### config.mk
export PLATFORM = sky130hd
export DESIGN_NAME = lane_rx_top
export DESIGN_NICKNAME = d
export VERILOG_FILES = /design/src/lane_rx_pkg.sv /design/src/lane_word_front.sv /design/src/lane_word_fifo.sv /design/src/lane_pattern_checker.sv /design/src/axil_lane_status.sv /design/src/lane_rx_top.sv
export SDC_FILE = /design/constraint.sdc
export NUM_CORES = 2
export LEC_CHECK = 0
export BUFFER_PORTS_ARGS = -buffer_cell sky130_fd_sc_hd__buf_2
export CORE_MARGIN = 3
export CORE_UTILIZATION = 40
export DETAILED_ROUTE_END_ITERATION = 8
export HOLD_SLACK_MARGIN = 0.08
export PLACE_DENSITY = 0.56
export SLEW_MARGIN = 0
export SYNTH_ARGS = -nofsm -noshare
export SYNTH_HDL_FRONTEND = slang
export SYNTH_SLANG_ARGS = --single-unit
### constraint.sdc
create_clock -name clk50 -period 13.8 [get_ports clk50]
set_input_delay 2.76 -clock clk50 [delete_from_list [all_inputs] [get_ports clk50]]
set_output_delay 2.76 -clock clk50 [all_outputs]
set_load 0.005 [all_outputs]
### src/lane_rx_pkg.sv
`default_nettype none

package lane_rx_pkg;

  ////////////////////////////////////////
  // link geometry
  ////////////////////////////////////////
  localparam int n_lanes    = 12;         // lanes on the link
  localparam int word_w     = 160;        // deserialized lane word
  localparam int grp_w      = 32;         // pattern group width
  localparam int err_bit    = 29;         // raw bit flipped on induce_error
  localparam int fifo_depth = 16;         // beats buffered ahead of the checker
  localparam int fifo_aw    = $clog2(fifo_depth);
  localparam int cnt_w      = 32;         // per-lane counter width

  typedef logic [word_w-1:0]  lane_word_t;
  typedef logic [3:0]         lane_id_t;   // 0..11 used
  typedef logic [n_lanes-1:0] lane_mask_t; // one bit per lane
  typedef logic [cnt_w-1:0]   count_t;

  typedef struct packed {
    lane_id_t   lane;                     // source lane
    lane_word_t data;                     // bit-reversed word
  } lane_beat_t;                          // 164 bits

  ////////////////////////////////////////
  // register port
  ////////////////////////////////////////
  typedef logic [7:0]  axil_addr_t;
  typedef logic [31:0] axil_data_t;

  localparam axil_addr_t reg_status    = 8'h00; // [0] locked, [1] clear busy
  localparam axil_addr_t reg_ctrl      = 8'h04; // write [0]=1 starts a clear
  localparam axil_addr_t reg_word_base = 8'h40; // word count, lane n at +4n
  localparam axil_addr_t reg_err_base  = 8'h80; // error count, lane n at +4n

  localparam logic [1:0] resp_okay   = 2'b00;
  localparam logic [1:0] resp_slverr = 2'b10;

  typedef enum logic {chk_run, chk_clear} chk_state_t;

  // good word: every upper group repeats the low group
  function automatic logic pattern_ok(lane_word_t w);
    logic ok;
    ok = 1'b1;
    for (int g = 1; g < word_w / grp_w; g++) begin
      if (w[g*grp_w +: grp_w] != w[grp_w-1:0]) ok = 1'b0; // group mismatch
    end
    return ok;
  endfunction

endpackage

`default_nettype wire

### src/lane_word_front.sv
`default_nettype none
`timescale 1ns/100ps

module lane_word_front (
  input  wire                     clk50,
  input  wire                     rst_n,
  input  wire                     raw_valid,
  output logic                    raw_ready,
  input  lane_rx_pkg::lane_id_t   raw_lane,
  input  lane_rx_pkg::lane_word_t raw_data,
  input  lane_rx_pkg::lane_mask_t induce_error,
  input  lane_rx_pkg::lane_mask_t gearbox_slip,
  input  lane_rx_pkg::lane_mask_t reset_done,
  output logic                    beat_valid,
  input  wire                     beat_ready,
  output lane_rx_pkg::lane_beat_t beat,
  output lane_rx_pkg::lane_mask_t slip_pulse,
  output logic                    locked
);

  logic                    up_q;          // goes high one cycle out of reset
  logic                    raw_take;      // raw beat accepted this cycle
  logic                    flip;          // error injection on this beat's lane
  lane_rx_pkg::lane_word_t err_word;      // raw word after error injection
  lane_rx_pkg::lane_word_t rev_word;      // msb-first word as the checker wants it
  lane_rx_pkg::lane_mask_t slip_q;        // previous gearbox_slip level
  lane_rx_pkg::lane_mask_t slip_edge;     // rising edges this cycle
  lane_rx_pkg::lane_mask_t edge_q;        // edges one cycle back

  ////////////////////////////////////////
  // data path
  ////////////////////////////////////////
  assign raw_ready = up_q && (!beat_valid || beat_ready); // empty or draining
  assign raw_take  = raw_valid && raw_ready;
  assign flip      = (raw_lane < lane_rx_pkg::n_lanes) && induce_error[raw_lane];

  always_comb begin
    err_word = raw_data;
    if (flip) err_word[lane_rx_pkg::err_bit] = ~raw_data[lane_rx_pkg::err_bit];
    for (int i = 0; i < lane_rx_pkg::word_w; i++) begin
      rev_word[i] = err_word[lane_rx_pkg::word_w-1-i]; // bit order swap
    end
  end

  always_ff @(posedge clk50) begin
    if (!rst_n) begin
      up_q       <= 1'b0;
      beat_valid <= 1'b0;
    end else begin
      up_q <= 1'b1;
      if (raw_take) beat_valid <= 1'b1;           // refill, possibly same cycle as drain
      else if (beat_ready) beat_valid <= 1'b0;    // drained with nothing behind it
    end
  end

  always_ff @(posedge clk50) begin
    if (raw_take) begin
      beat.lane <= raw_lane;
      beat.data <= rev_word;
    end
  end

  ////////////////////////////////////////
  // slip strobe and lock
  ////////////////////////////////////////
  assign slip_edge = gearbox_slip & ~slip_q;

  // pulse covers the two cycles after each rising edge
  always_ff @(posedge clk50) begin
    if (!rst_n) begin
      slip_q     <= '0;
      edge_q     <= '0;
      slip_pulse <= '0;
      locked     <= 1'b0;
    end else begin
      slip_q     <= gearbox_slip;
      edge_q     <= slip_edge;
      slip_pulse <= slip_edge | edge_q;
      locked     <= &reset_done;              // all lanes out of reset
    end
  end

endmodule

`default_nettype wire

### src/lane_word_fifo.sv
`default_nettype none
`timescale 1ns/100ps

module lane_word_fifo (
  input  wire                     clk50,
  input  wire                     rst_n,
  input  wire                     in_valid,
  output logic                    in_ready,
  input  lane_rx_pkg::lane_beat_t in_beat,
  output logic                    out_valid,
  input  wire                     out_ready,
  output lane_rx_pkg::lane_beat_t out_beat
);

  lane_rx_pkg::lane_beat_t          mem [lane_rx_pkg::fifo_depth]; // beat storage
  logic [lane_rx_pkg::fifo_aw-1:0]  wr_ptr;   // next slot to fill
  logic [lane_rx_pkg::fifo_aw-1:0]  rd_ptr;   // oldest beat
  logic [lane_rx_pkg::fifo_aw:0]    fill;     // beats held, 0..depth
  logic                             push;
  logic                             pop;

  assign in_ready  = (fill != (lane_rx_pkg::fifo_aw+1)'(lane_rx_pkg::fifo_depth));
  assign out_valid = (fill != '0);
  assign out_beat  = mem[rd_ptr];             // head always on the output
  assign push      = in_valid && in_ready;
  assign pop       = out_valid && out_ready;

  always_ff @(posedge clk50) begin
    if (!rst_n) begin
      wr_ptr <= '0;
      rd_ptr <= '0;
      fill   <= '0;
    end else begin
      if (push) wr_ptr <= wr_ptr + 1'b1;       // wraps at depth
      if (pop) rd_ptr <= rd_ptr + 1'b1;
      case ({push, pop})
        2'b10:   fill <= fill + 1'b1;
        2'b01:   fill <= fill - 1'b1;
        default: fill <= fill;                 // both or neither
      endcase
    end
  end

  always_ff @(posedge clk50) begin
    if (push) mem[wr_ptr] <= in_beat;
  end

endmodule

`default_nettype wire

### src/lane_pattern_checker.sv
`default_nettype none
`timescale 1ns/100ps

module lane_pattern_checker (
  input  wire                     clk50,
  input  wire                     rst_n,
  input  wire                     beat_valid,
  output logic                    beat_ready,
  input  lane_rx_pkg::lane_beat_t beat,
  input  wire                     clear_req,
  output logic                    busy,
  input  lane_rx_pkg::lane_id_t   rd_lane,
  output lane_rx_pkg::count_t     word_count,
  output lane_rx_pkg::count_t     err_count
);

  lane_rx_pkg::chk_state_t state;
  lane_rx_pkg::lane_id_t   clr_idx;          // lane being zeroed
  lane_rx_pkg::count_t     word_cnt [lane_rx_pkg::n_lanes];
  lane_rx_pkg::count_t     err_cnt  [lane_rx_pkg::n_lanes];
  logic                    acc_q;            // a beat was taken last cycle
  lane_rx_pkg::lane_id_t   lane_q;           // its lane
  logic                    bad_q;            // it broke the pattern
  logic                    take;

  assign beat_ready = (state == lane_rx_pkg::chk_run); // stalls only during a clear
  assign busy       = (state == lane_rx_pkg::chk_clear);
  assign take       = beat_valid && beat_ready;

  ////////////////////////////////////////
  // clear sweep
  ////////////////////////////////////////
  always_ff @(posedge clk50) begin
    if (!rst_n) begin
      state   <= lane_rx_pkg::chk_run;
      clr_idx <= '0;
    end else begin
      case (state)
        lane_rx_pkg::chk_run: begin
          clr_idx <= '0;
          if (clear_req) state <= lane_rx_pkg::chk_clear;
        end
        lane_rx_pkg::chk_clear: begin
          clr_idx <= clr_idx + 1'b1;           // one lane per cycle
          if (clr_idx == lane_rx_pkg::lane_id_t'(lane_rx_pkg::n_lanes - 1))
            state <= lane_rx_pkg::chk_run;     // last lane done
        end
        default: state <= lane_rx_pkg::chk_run;
      endcase
    end
  end

  ////////////////////////////////////////
  // check stage then count stage
  ////////////////////////////////////////
  always_ff @(posedge clk50) begin
    if (!rst_n) acc_q <= 1'b0;
    else        acc_q <= take;
  end

  always_ff @(posedge clk50) begin
    if (take) begin
      lane_q <= beat.lane;
      bad_q  <= !lane_rx_pkg::pattern_ok(beat.data);
    end
  end

  always_ff @(posedge clk50) begin
    if (!rst_n) begin
      for (int i = 0; i < lane_rx_pkg::n_lanes; i++) begin
        word_cnt[i] <= '0;
        err_cnt[i]  <= '0;
      end
    end else begin
      for (int i = 0; i < lane_rx_pkg::n_lanes; i++) begin
        if (busy && clr_idx == lane_rx_pkg::lane_id_t'(i)) begin
          word_cnt[i] <= '0;                   // zero wins over a late count
          err_cnt[i]  <= '0;
        end else if (acc_q && lane_q == lane_rx_pkg::lane_id_t'(i)) begin
          word_cnt[i] <= word_cnt[i] + 1'b1;
          if (bad_q) err_cnt[i] <= err_cnt[i] + 1'b1;
        end
      end
    end
  end

  // read mux, lanes past the last one read as zero
  assign word_count = (rd_lane < lane_rx_pkg::n_lanes) ? word_cnt[rd_lane] : '0;
  assign err_count  = (rd_lane < lane_rx_pkg::n_lanes) ? err_cnt[rd_lane] : '0;

endmodule

`default_nettype wire

### src/axil_lane_status.sv
`default_nettype none
`timescale 1ns/100ps

module axil_lane_status (
  input  wire                     clk50,
  input  wire                     rst_n,
  input  wire                     awvalid,
  output logic                    awready,
  input  lane_rx_pkg::axil_addr_t awaddr,
  input  wire                     wvalid,
  output logic                    wready,
  input  lane_rx_pkg::axil_data_t wdata,
  output logic                    bvalid,
  input  wire                     bready,
  output logic [1:0]              bresp,
  input  wire                     arvalid,
  output logic                    arready,
  input  lane_rx_pkg::axil_addr_t araddr,
  output logic                    rvalid,
  input  wire                     rready,
  output lane_rx_pkg::axil_data_t rdata,
  output logic [1:0]              rresp,
  input  wire                     locked,
  input  wire                     busy,
  output logic                    clear_req,
  output lane_rx_pkg::lane_id_t   rd_lane,
  input  lane_rx_pkg::count_t     word_count,
  input  lane_rx_pkg::count_t     err_count
);

  logic                    en_q;             // channels open one cycle out of reset
  logic                    aw_hold;          // address taken, waiting for data
  logic                    w_hold;           // data taken, waiting for address
  lane_rx_pkg::axil_addr_t waddr_q;
  lane_rx_pkg::axil_data_t wdata_q;
  logic                    aw_take;
  logic                    w_take;
  logic                    ar_take;
  logic                    wr_go;            // both halves of a write present
  lane_rx_pkg::axil_addr_t wr_addr;
  lane_rx_pkg::axil_data_t wr_data;
  lane_rx_pkg::axil_data_t rd_data;
  logic [1:0]              rd_resp;

  assign awready = en_q && !aw_hold && !bvalid;
  assign wready  = en_q && !w_hold && !bvalid;
  assign arready = en_q && !rvalid;
  assign aw_take = awvalid && awready;
  assign w_take  = wvalid && wready;
  assign ar_take = arvalid && arready;
  assign wr_go   = (aw_hold || aw_take) && (w_hold || w_take) && !bvalid;
  assign wr_addr = aw_hold ? waddr_q : awaddr; // held or arriving now
  assign wr_data = w_hold ? wdata_q : wdata;
  assign bresp   = lane_rx_pkg::resp_okay;   // writes never fail
  assign rd_lane = araddr[5:2];              // lane field of both count windows

  ////////////////////////////////////////
  // read decode
  ////////////////////////////////////////
  always_comb begin
    rd_data = '0;
    rd_resp = lane_rx_pkg::resp_slverr;      // unmapped unless matched below
    if (araddr == lane_rx_pkg::reg_status) begin
      rd_data[1:0] = {busy, locked};
      rd_resp      = lane_rx_pkg::resp_okay;
    end else if (araddr == lane_rx_pkg::reg_ctrl) begin
      rd_resp = lane_rx_pkg::resp_okay;      // reads back as zero
    end else if (araddr[1:0] == 2'b00 && araddr >= lane_rx_pkg::reg_word_base &&
                 araddr < lane_rx_pkg::reg_word_base + 4 * lane_rx_pkg::n_lanes) begin
      rd_data = word_count;
      rd_resp = lane_rx_pkg::resp_okay;
    end else if (araddr[1:0] == 2'b00 && araddr >= lane_rx_pkg::reg_err_base &&
                 araddr < lane_rx_pkg::reg_err_base + 4 * lane_rx_pkg::n_lanes) begin
      rd_data = err_count;
      rd_resp = lane_rx_pkg::resp_okay;
    end
  end

  ////////////////////////////////////////
  // handshakes
  ////////////////////////////////////////
  always_ff @(posedge clk50) begin
    if (!rst_n) begin
      en_q      <= 1'b0;
      aw_hold   <= 1'b0;
      w_hold    <= 1'b0;
      bvalid    <= 1'b0;
      rvalid    <= 1'b0;
      clear_req <= 1'b0;
    end else begin
      en_q      <= 1'b1;
      clear_req <= 1'b0;                     // single cycle request
      if (bvalid && bready) bvalid <= 1'b0;
      if (wr_go) begin
        bvalid  <= 1'b1;
        aw_hold <= 1'b0;
        w_hold  <= 1'b0;
        if (wr_addr == lane_rx_pkg::reg_ctrl && wr_data[0]) clear_req <= 1'b1;
      end else begin
        if (aw_take) aw_hold <= 1'b1;
        if (w_take) w_hold <= 1'b1;
      end
      if (ar_take) rvalid <= 1'b1;
      else if (rvalid && rready) rvalid <= 1'b0;
    end
  end

  always_ff @(posedge clk50) begin
    if (aw_take) waddr_q <= awaddr;
    if (w_take) wdata_q <= wdata;
    if (ar_take) begin
      rdata <= rd_data;                      // counters sampled at the AR handshake
      rresp <= rd_resp;
    end
  end

endmodule

`default_nettype wire

### src/lane_rx_top.sv
`default_nettype none
`timescale 1ns/100ps

module lane_rx_top (
  input  wire                     clk50,
  input  wire                     rst_n,
  input  wire                     raw_valid,
  output logic                    raw_ready,
  input  lane_rx_pkg::lane_id_t   raw_lane,
  input  lane_rx_pkg::lane_word_t raw_data,
  input  lane_rx_pkg::lane_mask_t induce_error,
  input  lane_rx_pkg::lane_mask_t gearbox_slip,
  input  lane_rx_pkg::lane_mask_t reset_done,
  output lane_rx_pkg::lane_mask_t slip_pulse,
  output logic                    locked,
  input  wire                     awvalid,
  output logic                    awready,
  input  lane_rx_pkg::axil_addr_t awaddr,
  input  wire                     wvalid,
  output logic                    wready,
  input  lane_rx_pkg::axil_data_t wdata,
  output logic                    bvalid,
  input  wire                     bready,
  output logic [1:0]              bresp,
  input  wire                     arvalid,
  output logic                    arready,
  input  lane_rx_pkg::axil_addr_t araddr,
  output logic                    rvalid,
  input  wire                     rready,
  output lane_rx_pkg::axil_data_t rdata,
  output logic [1:0]              rresp
);

  logic                    front_valid;      // front to fifo
  logic                    front_ready;
  lane_rx_pkg::lane_beat_t front_beat;
  logic                    chk_valid;        // fifo to checker
  logic                    chk_ready;
  lane_rx_pkg::lane_beat_t chk_beat;
  logic                    clear_req;
  logic                    busy;
  lane_rx_pkg::lane_id_t   rd_lane;
  lane_rx_pkg::count_t     word_count;
  lane_rx_pkg::count_t     err_count;

  lane_word_front u_front (
    .clk50, .rst_n, .raw_valid, .raw_ready, .raw_lane, .raw_data,
    .induce_error, .gearbox_slip, .reset_done,
    .beat_valid (front_valid), .beat_ready (front_ready), .beat (front_beat),
    .slip_pulse, .locked
  );

  lane_word_fifo u_fifo (
    .clk50, .rst_n,
    .in_valid  (front_valid), .in_ready  (front_ready), .in_beat  (front_beat),
    .out_valid (chk_valid),   .out_ready (chk_ready),   .out_beat (chk_beat)
  );

  lane_pattern_checker u_checker (
    .clk50, .rst_n,
    .beat_valid (chk_valid), .beat_ready (chk_ready), .beat (chk_beat),
    .clear_req, .busy, .rd_lane, .word_count, .err_count
  );

  axil_lane_status u_regs (
    .clk50, .rst_n,
    .awvalid, .awready, .awaddr, .wvalid, .wready, .wdata, .bvalid, .bready, .bresp,
    .arvalid, .arready, .araddr, .rvalid, .rready, .rdata, .rresp,
    .locked, .busy, .clear_req, .rd_lane, .word_count, .err_count
  );

endmodule

`default_nettype wire

* Yosys cells after proc, flatten, opt, wreduce, memory -nomap -nowiden *
Memories as Yosys holds them, arrays and structs flattened. A register that Yosys moved wholly into a read port is not among the register bits.
Index checks and enable logic that the tools add are counted.

word-level totals
  memories kept = 3
  flip-flop bits (word level) = 275
  logic and storage cells = 435
  output and inout bits = 55
  input port bits = 256
  memory bits (writable) = 3,392

memories
  name                depth  width  rd ports  clocked after Yosys merged registers in  write ports  line                        source
  u_fifo.mem          16     164    1         1                                        1            lane_word_fifo.sv:15        lane_rx_pkg::lane_beat_t mem [lane_rx_pkg::fifo_depth];
  u_checker.err_cnt   12     32     13        0                                        12           lane_pattern_checker.sv:20  lane_rx_pkg::count_t err_cnt [lane_rx_pkg::n_lanes];
  u_checker.word_cnt  12     32     13        0                                        12           lane_pattern_checker.sv:19  lane_rx_pkg::count_t word_cnt [lane_rx_pkg::n_lanes];

cells by class
  multiplexer cells = 216
  $add $sub $neg = 29
  equality and inequality tests = 31
  order comparisons = 7
  reductions and logical operators = 69
  bitwise logic cells = 54

operator list
  operator                                                           number
  two-way mux 32 bit                                                 52
  adder 32 x 1 -> 32 bit, second input constant                      24
  two-way mux 1 bit                                                  154
  inequality test 32 bit                                             4
  bitwise OR 1 bit                                                   48
  logical AND 1 bit                                                  46
  == test 4 x 3 -> 1 bit, second input constant                      8
  == test 4 bit, second input constant                               8
  == test 4 x 2 -> 1 bit, second input constant                      4
  == test 8 x 3 -> 1 bit, second input constant                      2
  adder 4 x 1 -> 4 bit, second input constant                        3
  bitwise AND 12 bit                                                 1
  NOT 12 bit                                                         1
  bitwise OR 12 bit                                                  1
  AND reduction 12 bit                                               1
  case mux 5 bit (2 select lines)                                    1
  == test 4 x 1 -> 1 bit, second input constant                      2
  greater-or-equal comparator 8 x 7 -> 1 bit, second input constant  1
  greater-or-equal comparator 8 bit, second input constant           1
  logical NOT 4 bit                                                  2
  logical NOT 8 bit                                                  1
  < comparator 4 bit, second input constant                          2
  < comparator 8 x 7 -> 1 bit, second input constant                 1
  < comparator 8 bit, second input constant                          1
  21 further kinds                                                   37

* Logic depth before layout (Yosys ltp) *
  word-level depth = 8
  mapped depth = 15
  mapped depth without buffers = 11

* Cells and area by module *
A second synthesis with hierarchy kept.

unflattened totals
  cells, all modules = 8,813
  area total of the unflattened synthesis = 156,067.2 um2

modules (own cells, without submodules)
  module                area each (um2)  times used  cells each
  lane_word_fifo        99,599.3         1           3,949
  lane_pattern_checker  48,216.2         1           4,458
  lane_word_front       6,197.2          1           270
  axil_lane_status      2,054.5          1           136

* Worst setup path before layout *
Ideal clock, no wire load.

  kind = flip-flop to flip-flop
  start = register u_fifo.fill[0] in the netlist's numbering
  end = memory u_fifo.mem[3][0] in the netlist's numbering (enable)
  buffers on the path = 0
  stages on the path, launching flop included = 5
  arrival = 12.222 ns
  data required time = 12.911 ns
  setup slack = 0.689 ns
  period minus slack after synthesis = 13.111 ns
  setup time = 0.889 ns
  cell sequence = dfxtp_1 > nor4_1 > a21boi_1 > nand2_1 > nor3_1

between the ends
  word-level cells in the longest chain between the ends = 4

ends and longest elaborated chain
  element                                  line                  source
  start: declaration                       lane_word_fifo.sv:18  logic [lane_rx_pkg::fifo_aw:0] fill;
  start signal: assignment                 lane_word_fifo.sv:37  2'b10: fill <= fill + 1'b1;
  start signal: assignment                 lane_word_fifo.sv:38  2'b01: fill <= fill - 1'b1;
  start signal: assignment                 lane_word_fifo.sv:39  default: fill <= fill;
  inequality test 5 bit                    lane_word_fifo.sv:22  assign in_ready = (fill != (lane_rx_pkg::fifo_aw+1)'(lane_rx_pkg::fifo_depth));
  logical AND 1 bit                        lane_word_fifo.sv:25  assign push = in_valid && in_ready;
  two-way mux 1 bit                        lane_word_fifo.sv:45  if (push) mem[wr_ptr] <= in_beat;
  two-way mux 1 bit (implied by the code)  lane_word_fifo.sv:45
  end: declaration                         lane_word_fifo.sv:15

Every way passes these cells.

==> results.md <==
- CTS root buffer: clkbuf_16
- Global routing's busiest layer: met2
- Final hold vios: 0
- Peak Freq: 0.1431 GHz
- CTS resizes: 0
- Data arrival, critical path: 7460 ps
- Most frequent cells in the layout: edfxtp_1 (3603), nor2_1 (966), mux4_2 (876)
- Switch share: 0.2584
- CP peak stage delay: 920 ps
- Syn Inst Count: 8785
- Switching Power: 6.945 mW
- DRC viols: 0
- Crit Path Class: register to register
- Comb power frac: 0.153
- Die H: 626.2 um
- Met1 Use GR: 0.2725
- Async SR Flop Fraction: 0
- TritonCTS Buffers: 385
- Min-delay worst type: register to register
- Hpwl dp: 243400 um
- IO Pins: 311
- RSZ-0062 raised after global routing: no
- Worst-path fanout max: 39
- TritonCTS Sinks: 3670
- Setup bufs post-CTS: 0
- Worst-Margin Slew: 1161 ps
- Top cell by count, worst path: buf_4
- Antenna viol nets, final: 0
- GR Util met2: 0.3462
- Crit path max-delay cell type: nor4_1
- Rel. slew slack: 0.2240
- Worst Setup EP: u_checker.bad_q$_DFFE_PP_
- Row cnt: 227
- Fin Clk Skew: 70.20 ps
- Post-synthesis sequential element count: 3670
- Input/output buffers: 276
- Most used DFF post-synth: edfxtp_1
- Clock Power Share: 0.369
- CP Cell Sequence: buf_4 > buf_4 > buf_4 > buf_4 > mux4_2 > a22oi_1 > o21ai_1 > buf_4 > xnor2_1 > a2111oi_2 > o2111ai_1 > nor4_1 > nand4_1
- Wire per inst: 27.62 um
- GP Congestion: 0.8544
- Max-cap violations: 0
- Crit-path leading delay family: buffers and inverters
- Layout cells sized above 1: 0.1984
- R2r worst-path depth: 13
- DR vias/cell: 5.666
- Initial DRC Count: 7627
- R2R Path End: u_checker.bad_q$_DFFE_PP_
- Synth cell types: 60
- WP buf/inv: 5
- Clock period minus worst slack: 6987 ps
- DRT Pass-1 Iters: 6
- Mapped Area: 153800 sq um
- R2R Setup Slk: 6810 ps
- DRT Wirelength: 403000 um
- Pin count of the biggest net entering global routing: 99
- Final WS setup: 6813 ps
- Grt ovf: 0
- All-layer global routing usage: 0.2028
- Sequential Power Share: 0.478
- Core area: 382600 sq um
- Syn_area_per_cell: 17.51 sq um
- Crit path launch type: register
- Seq. cell area: 109600 sq um
- Clk_lat worst skew: 960 ps
- Die X: 626.2 um
- Fin nets: 9531
- Worst Path Required: 14280 ps
- Via Count: 82670
- Slew Viols, Final: 0
- Pre-CTS setup slack: 6955 ps
- Antenna violations before repair: 20
- Post-synth EDFFs: 3603
- PwrDens: 155.1 nW/um^2
- Met3 Track Usage GR: 0.02284
- Max Root-Sink Buffers: 4
- Vias in the first global route: 83670
- Cts hold-fix bufs: 0
- Area of the multi-input gates: 42300 sq um
- Setup TNS: 0 ps
- CTS tree: yes
- VDD IR max: 0.1485 mV
- Final period utilization: 0.5063
- Initial Utilization: 0.4021
- P&R area growth vs syn: 12.65%
- Worst path depth: 13
- Layout fillers: 32630
- Die area: 392100 sq um
- First-pass GRT wire length: 584000 um
- Crit end category: register
- Clock slew seen by the registers of the worst setup and hold paths: 60 ps
- Most common cell after layout, fill and taps aside: edfxtp_1
- H-tree levels: 5
- Ys Warns: 0
- Setup-failing EPs final: 0
- Seq/Total Area, Yosys: 0.7120
- Leak: 54.27 nW
- Min Hold Slack: 397.0 ps
- Status: completed
- Int Pwr: 19.93 mW
==> per-layer routing <==
layer	vias up	routed length (um)
met5	-	0
met4	0	13130
met3	571	21410
met2	2528	201400
met1	43880	167100
li1	35690	-
==> power by group through the flow <==
stage / Sequential (mW) / Combinational, mW / Clock, mW
global route: 12.9 / 4.38 / 10.6
CTS: 12.8 / 4.20 / 10.2
detailed placement: 13.1 / 4.18 / 0
floorplan: 12.9 / 2.98 / 0
global placement: 13.1 / 4.16 / 0
finish: 12.9 / 4.10 / 9.92
==> worst reg2reg max path, stage by stage (launching register included) <==
cell	delay, ps
dfxtp_4	640
buf_4	580
buf_4	530
buf_4	670
buf_4	670
mux4_2	470
a22oi_1	190
o21ai_1	100
buf_4	230
xnor2_1	150
a2111oi_2	570
o2111ai_1	250
nor4_1	920
nand4_1	540
==> through the flow <==
stage | std cells | utilization | total power, mW | cell area, sq um
6_report | 14590 | 0.4530 | 26.87 | 173300
5_1_grt | 14590 | 0.4530 | 27.88 | 173300
4_1_cts | 14580 | 0.4529 | 27.21 | 173300
3_5_place_dp | 13890 | 0.4217 | 17.27 | 161300
3_3_place_gp | 13890 | 0.4217 | 17.22 | 161300
2_1_floorplan | 8787 | - | 15.92 | 153800
==> state kept, by name, indices dropped and copies added (netlist names), 4 cells and up, named ones only <==
register            count
u_fifo.mem           2624
u_checker.err_cnt     384
u_checker.word_cnt    384
u_front.beat          164
u_regs.rdata           32
u_front.edge_q         12
u_front.slip_pulse     12
u_front.slip_q         12
u_regs.waddr_q          8
u_fifo.fill             5
u_checker.clr_idx       4
u_checker.lane_q        4
u_fifo.rd_ptr           4
u_fifo.wr_ptr           4
==> kinds of logic (layout without fill, tap and decap cells) <==
group	after synthesis	count (layout)	synth area share
adder cells (fa/ha/maj)	38	38	0.003139
buffers and inverters	455	1213	0.01406
AO/OA/AOI/OAI	524	524	0.02148
AND/OR/NAND/NOR	2344	2344	0.06993
other	1	9	0.00002438
multiplexers	1014	1014	0.1373
flip-flops	3670	3670	0.7120
XOR/XNOR	739	739	0.04207
==> area by class of cell <==
cell class	count	area share
flip-flops and latches	3670	0.6321
multi-input cells	4662	0.2441
clock buffers	494	0.05942
well taps	5038	0.03637
repair buffers	443	0.01665
clock inverters	201	0.009566
inverters	75	0.001697
diodes	6	0.00008664
==> cell usage after synthesis (12+ instances only) <==
master / count / area share
edfxtp_1: 3603 / 0.70
nor2_1: 980 / 0.024
mux4_2: 876 / 0.13
xor2_1: 461 / 0.026
nand2_1: 406 / 0.0099
nand3_1: 365 / 0.012
xnor2_1: 278 / 0.016
clkbuf_1: 178 / 0.0043
a21oi_1: 157 / 0.0051
and3_1: 150 / 0.0061
mux2i_1: 133 / 0.0087
nand4_1: 133 / 0.0054
a22oi_1: 123 / 0.0060
buf_2: 88 / 0.0029
o22ai_1: 86 / 0.0035
or3_1: 79 / 0.0032
o21ai_0: 75 / 0.0024
inv_1: 74 / 0.0018
nor3_1: 71 / 0.0023
dfxtp_1: 67 / 0.0087
buf_1: 50 / 0.0012
buf_4: 38 / 0.0019
ha_1: 37 / 0.0030
and4_1: 36 / 0.0020
nor2b_1: 33 / 0.0013
and2_1: 29 / 0.0012
buf_6: 24 / 0.0018
nor4_1: 24 / 0.00098
a21o_1: 16 / 0.00078
a211oi_1: 15 / 0.00073
nand2b_1: 13 / 0.00053
or2_2: 12 / 0.00049
==> worst min-delay path by stage <==
stage	start	to	slack [ps]	depth (start not counted)
finish	u_front.slip_q[2]$_SDFF_PN0_	u_front.edge_q[2]$_SDFF_PN0_	400	1
global route	u_front.slip_q[2]$_SDFF_PN0_	u_front.edge_q[2]$_SDFF_PN0_	420	1
CTS	u_front.slip_q[2]$_SDFF_PN0_	u_front.edge_q[2]$_SDFF_PN0_	400	1
detailed placement	u_front.slip_q[10]$_SDFF_PN0_	u_front.edge_q[10]$_SDFF_PN0_	390	1
global placement	u_front.slip_q[0]$_SDFF_PN0_	u_front.edge_q[0]$_SDFF_PN0_	380	1
floorplan	u_front.slip_q[0]$_SDFF_PN0_	u_front.edge_q[0]$_SDFF_PN0_	380	1
Note: power is estimated with default switching activity, not from simulation.
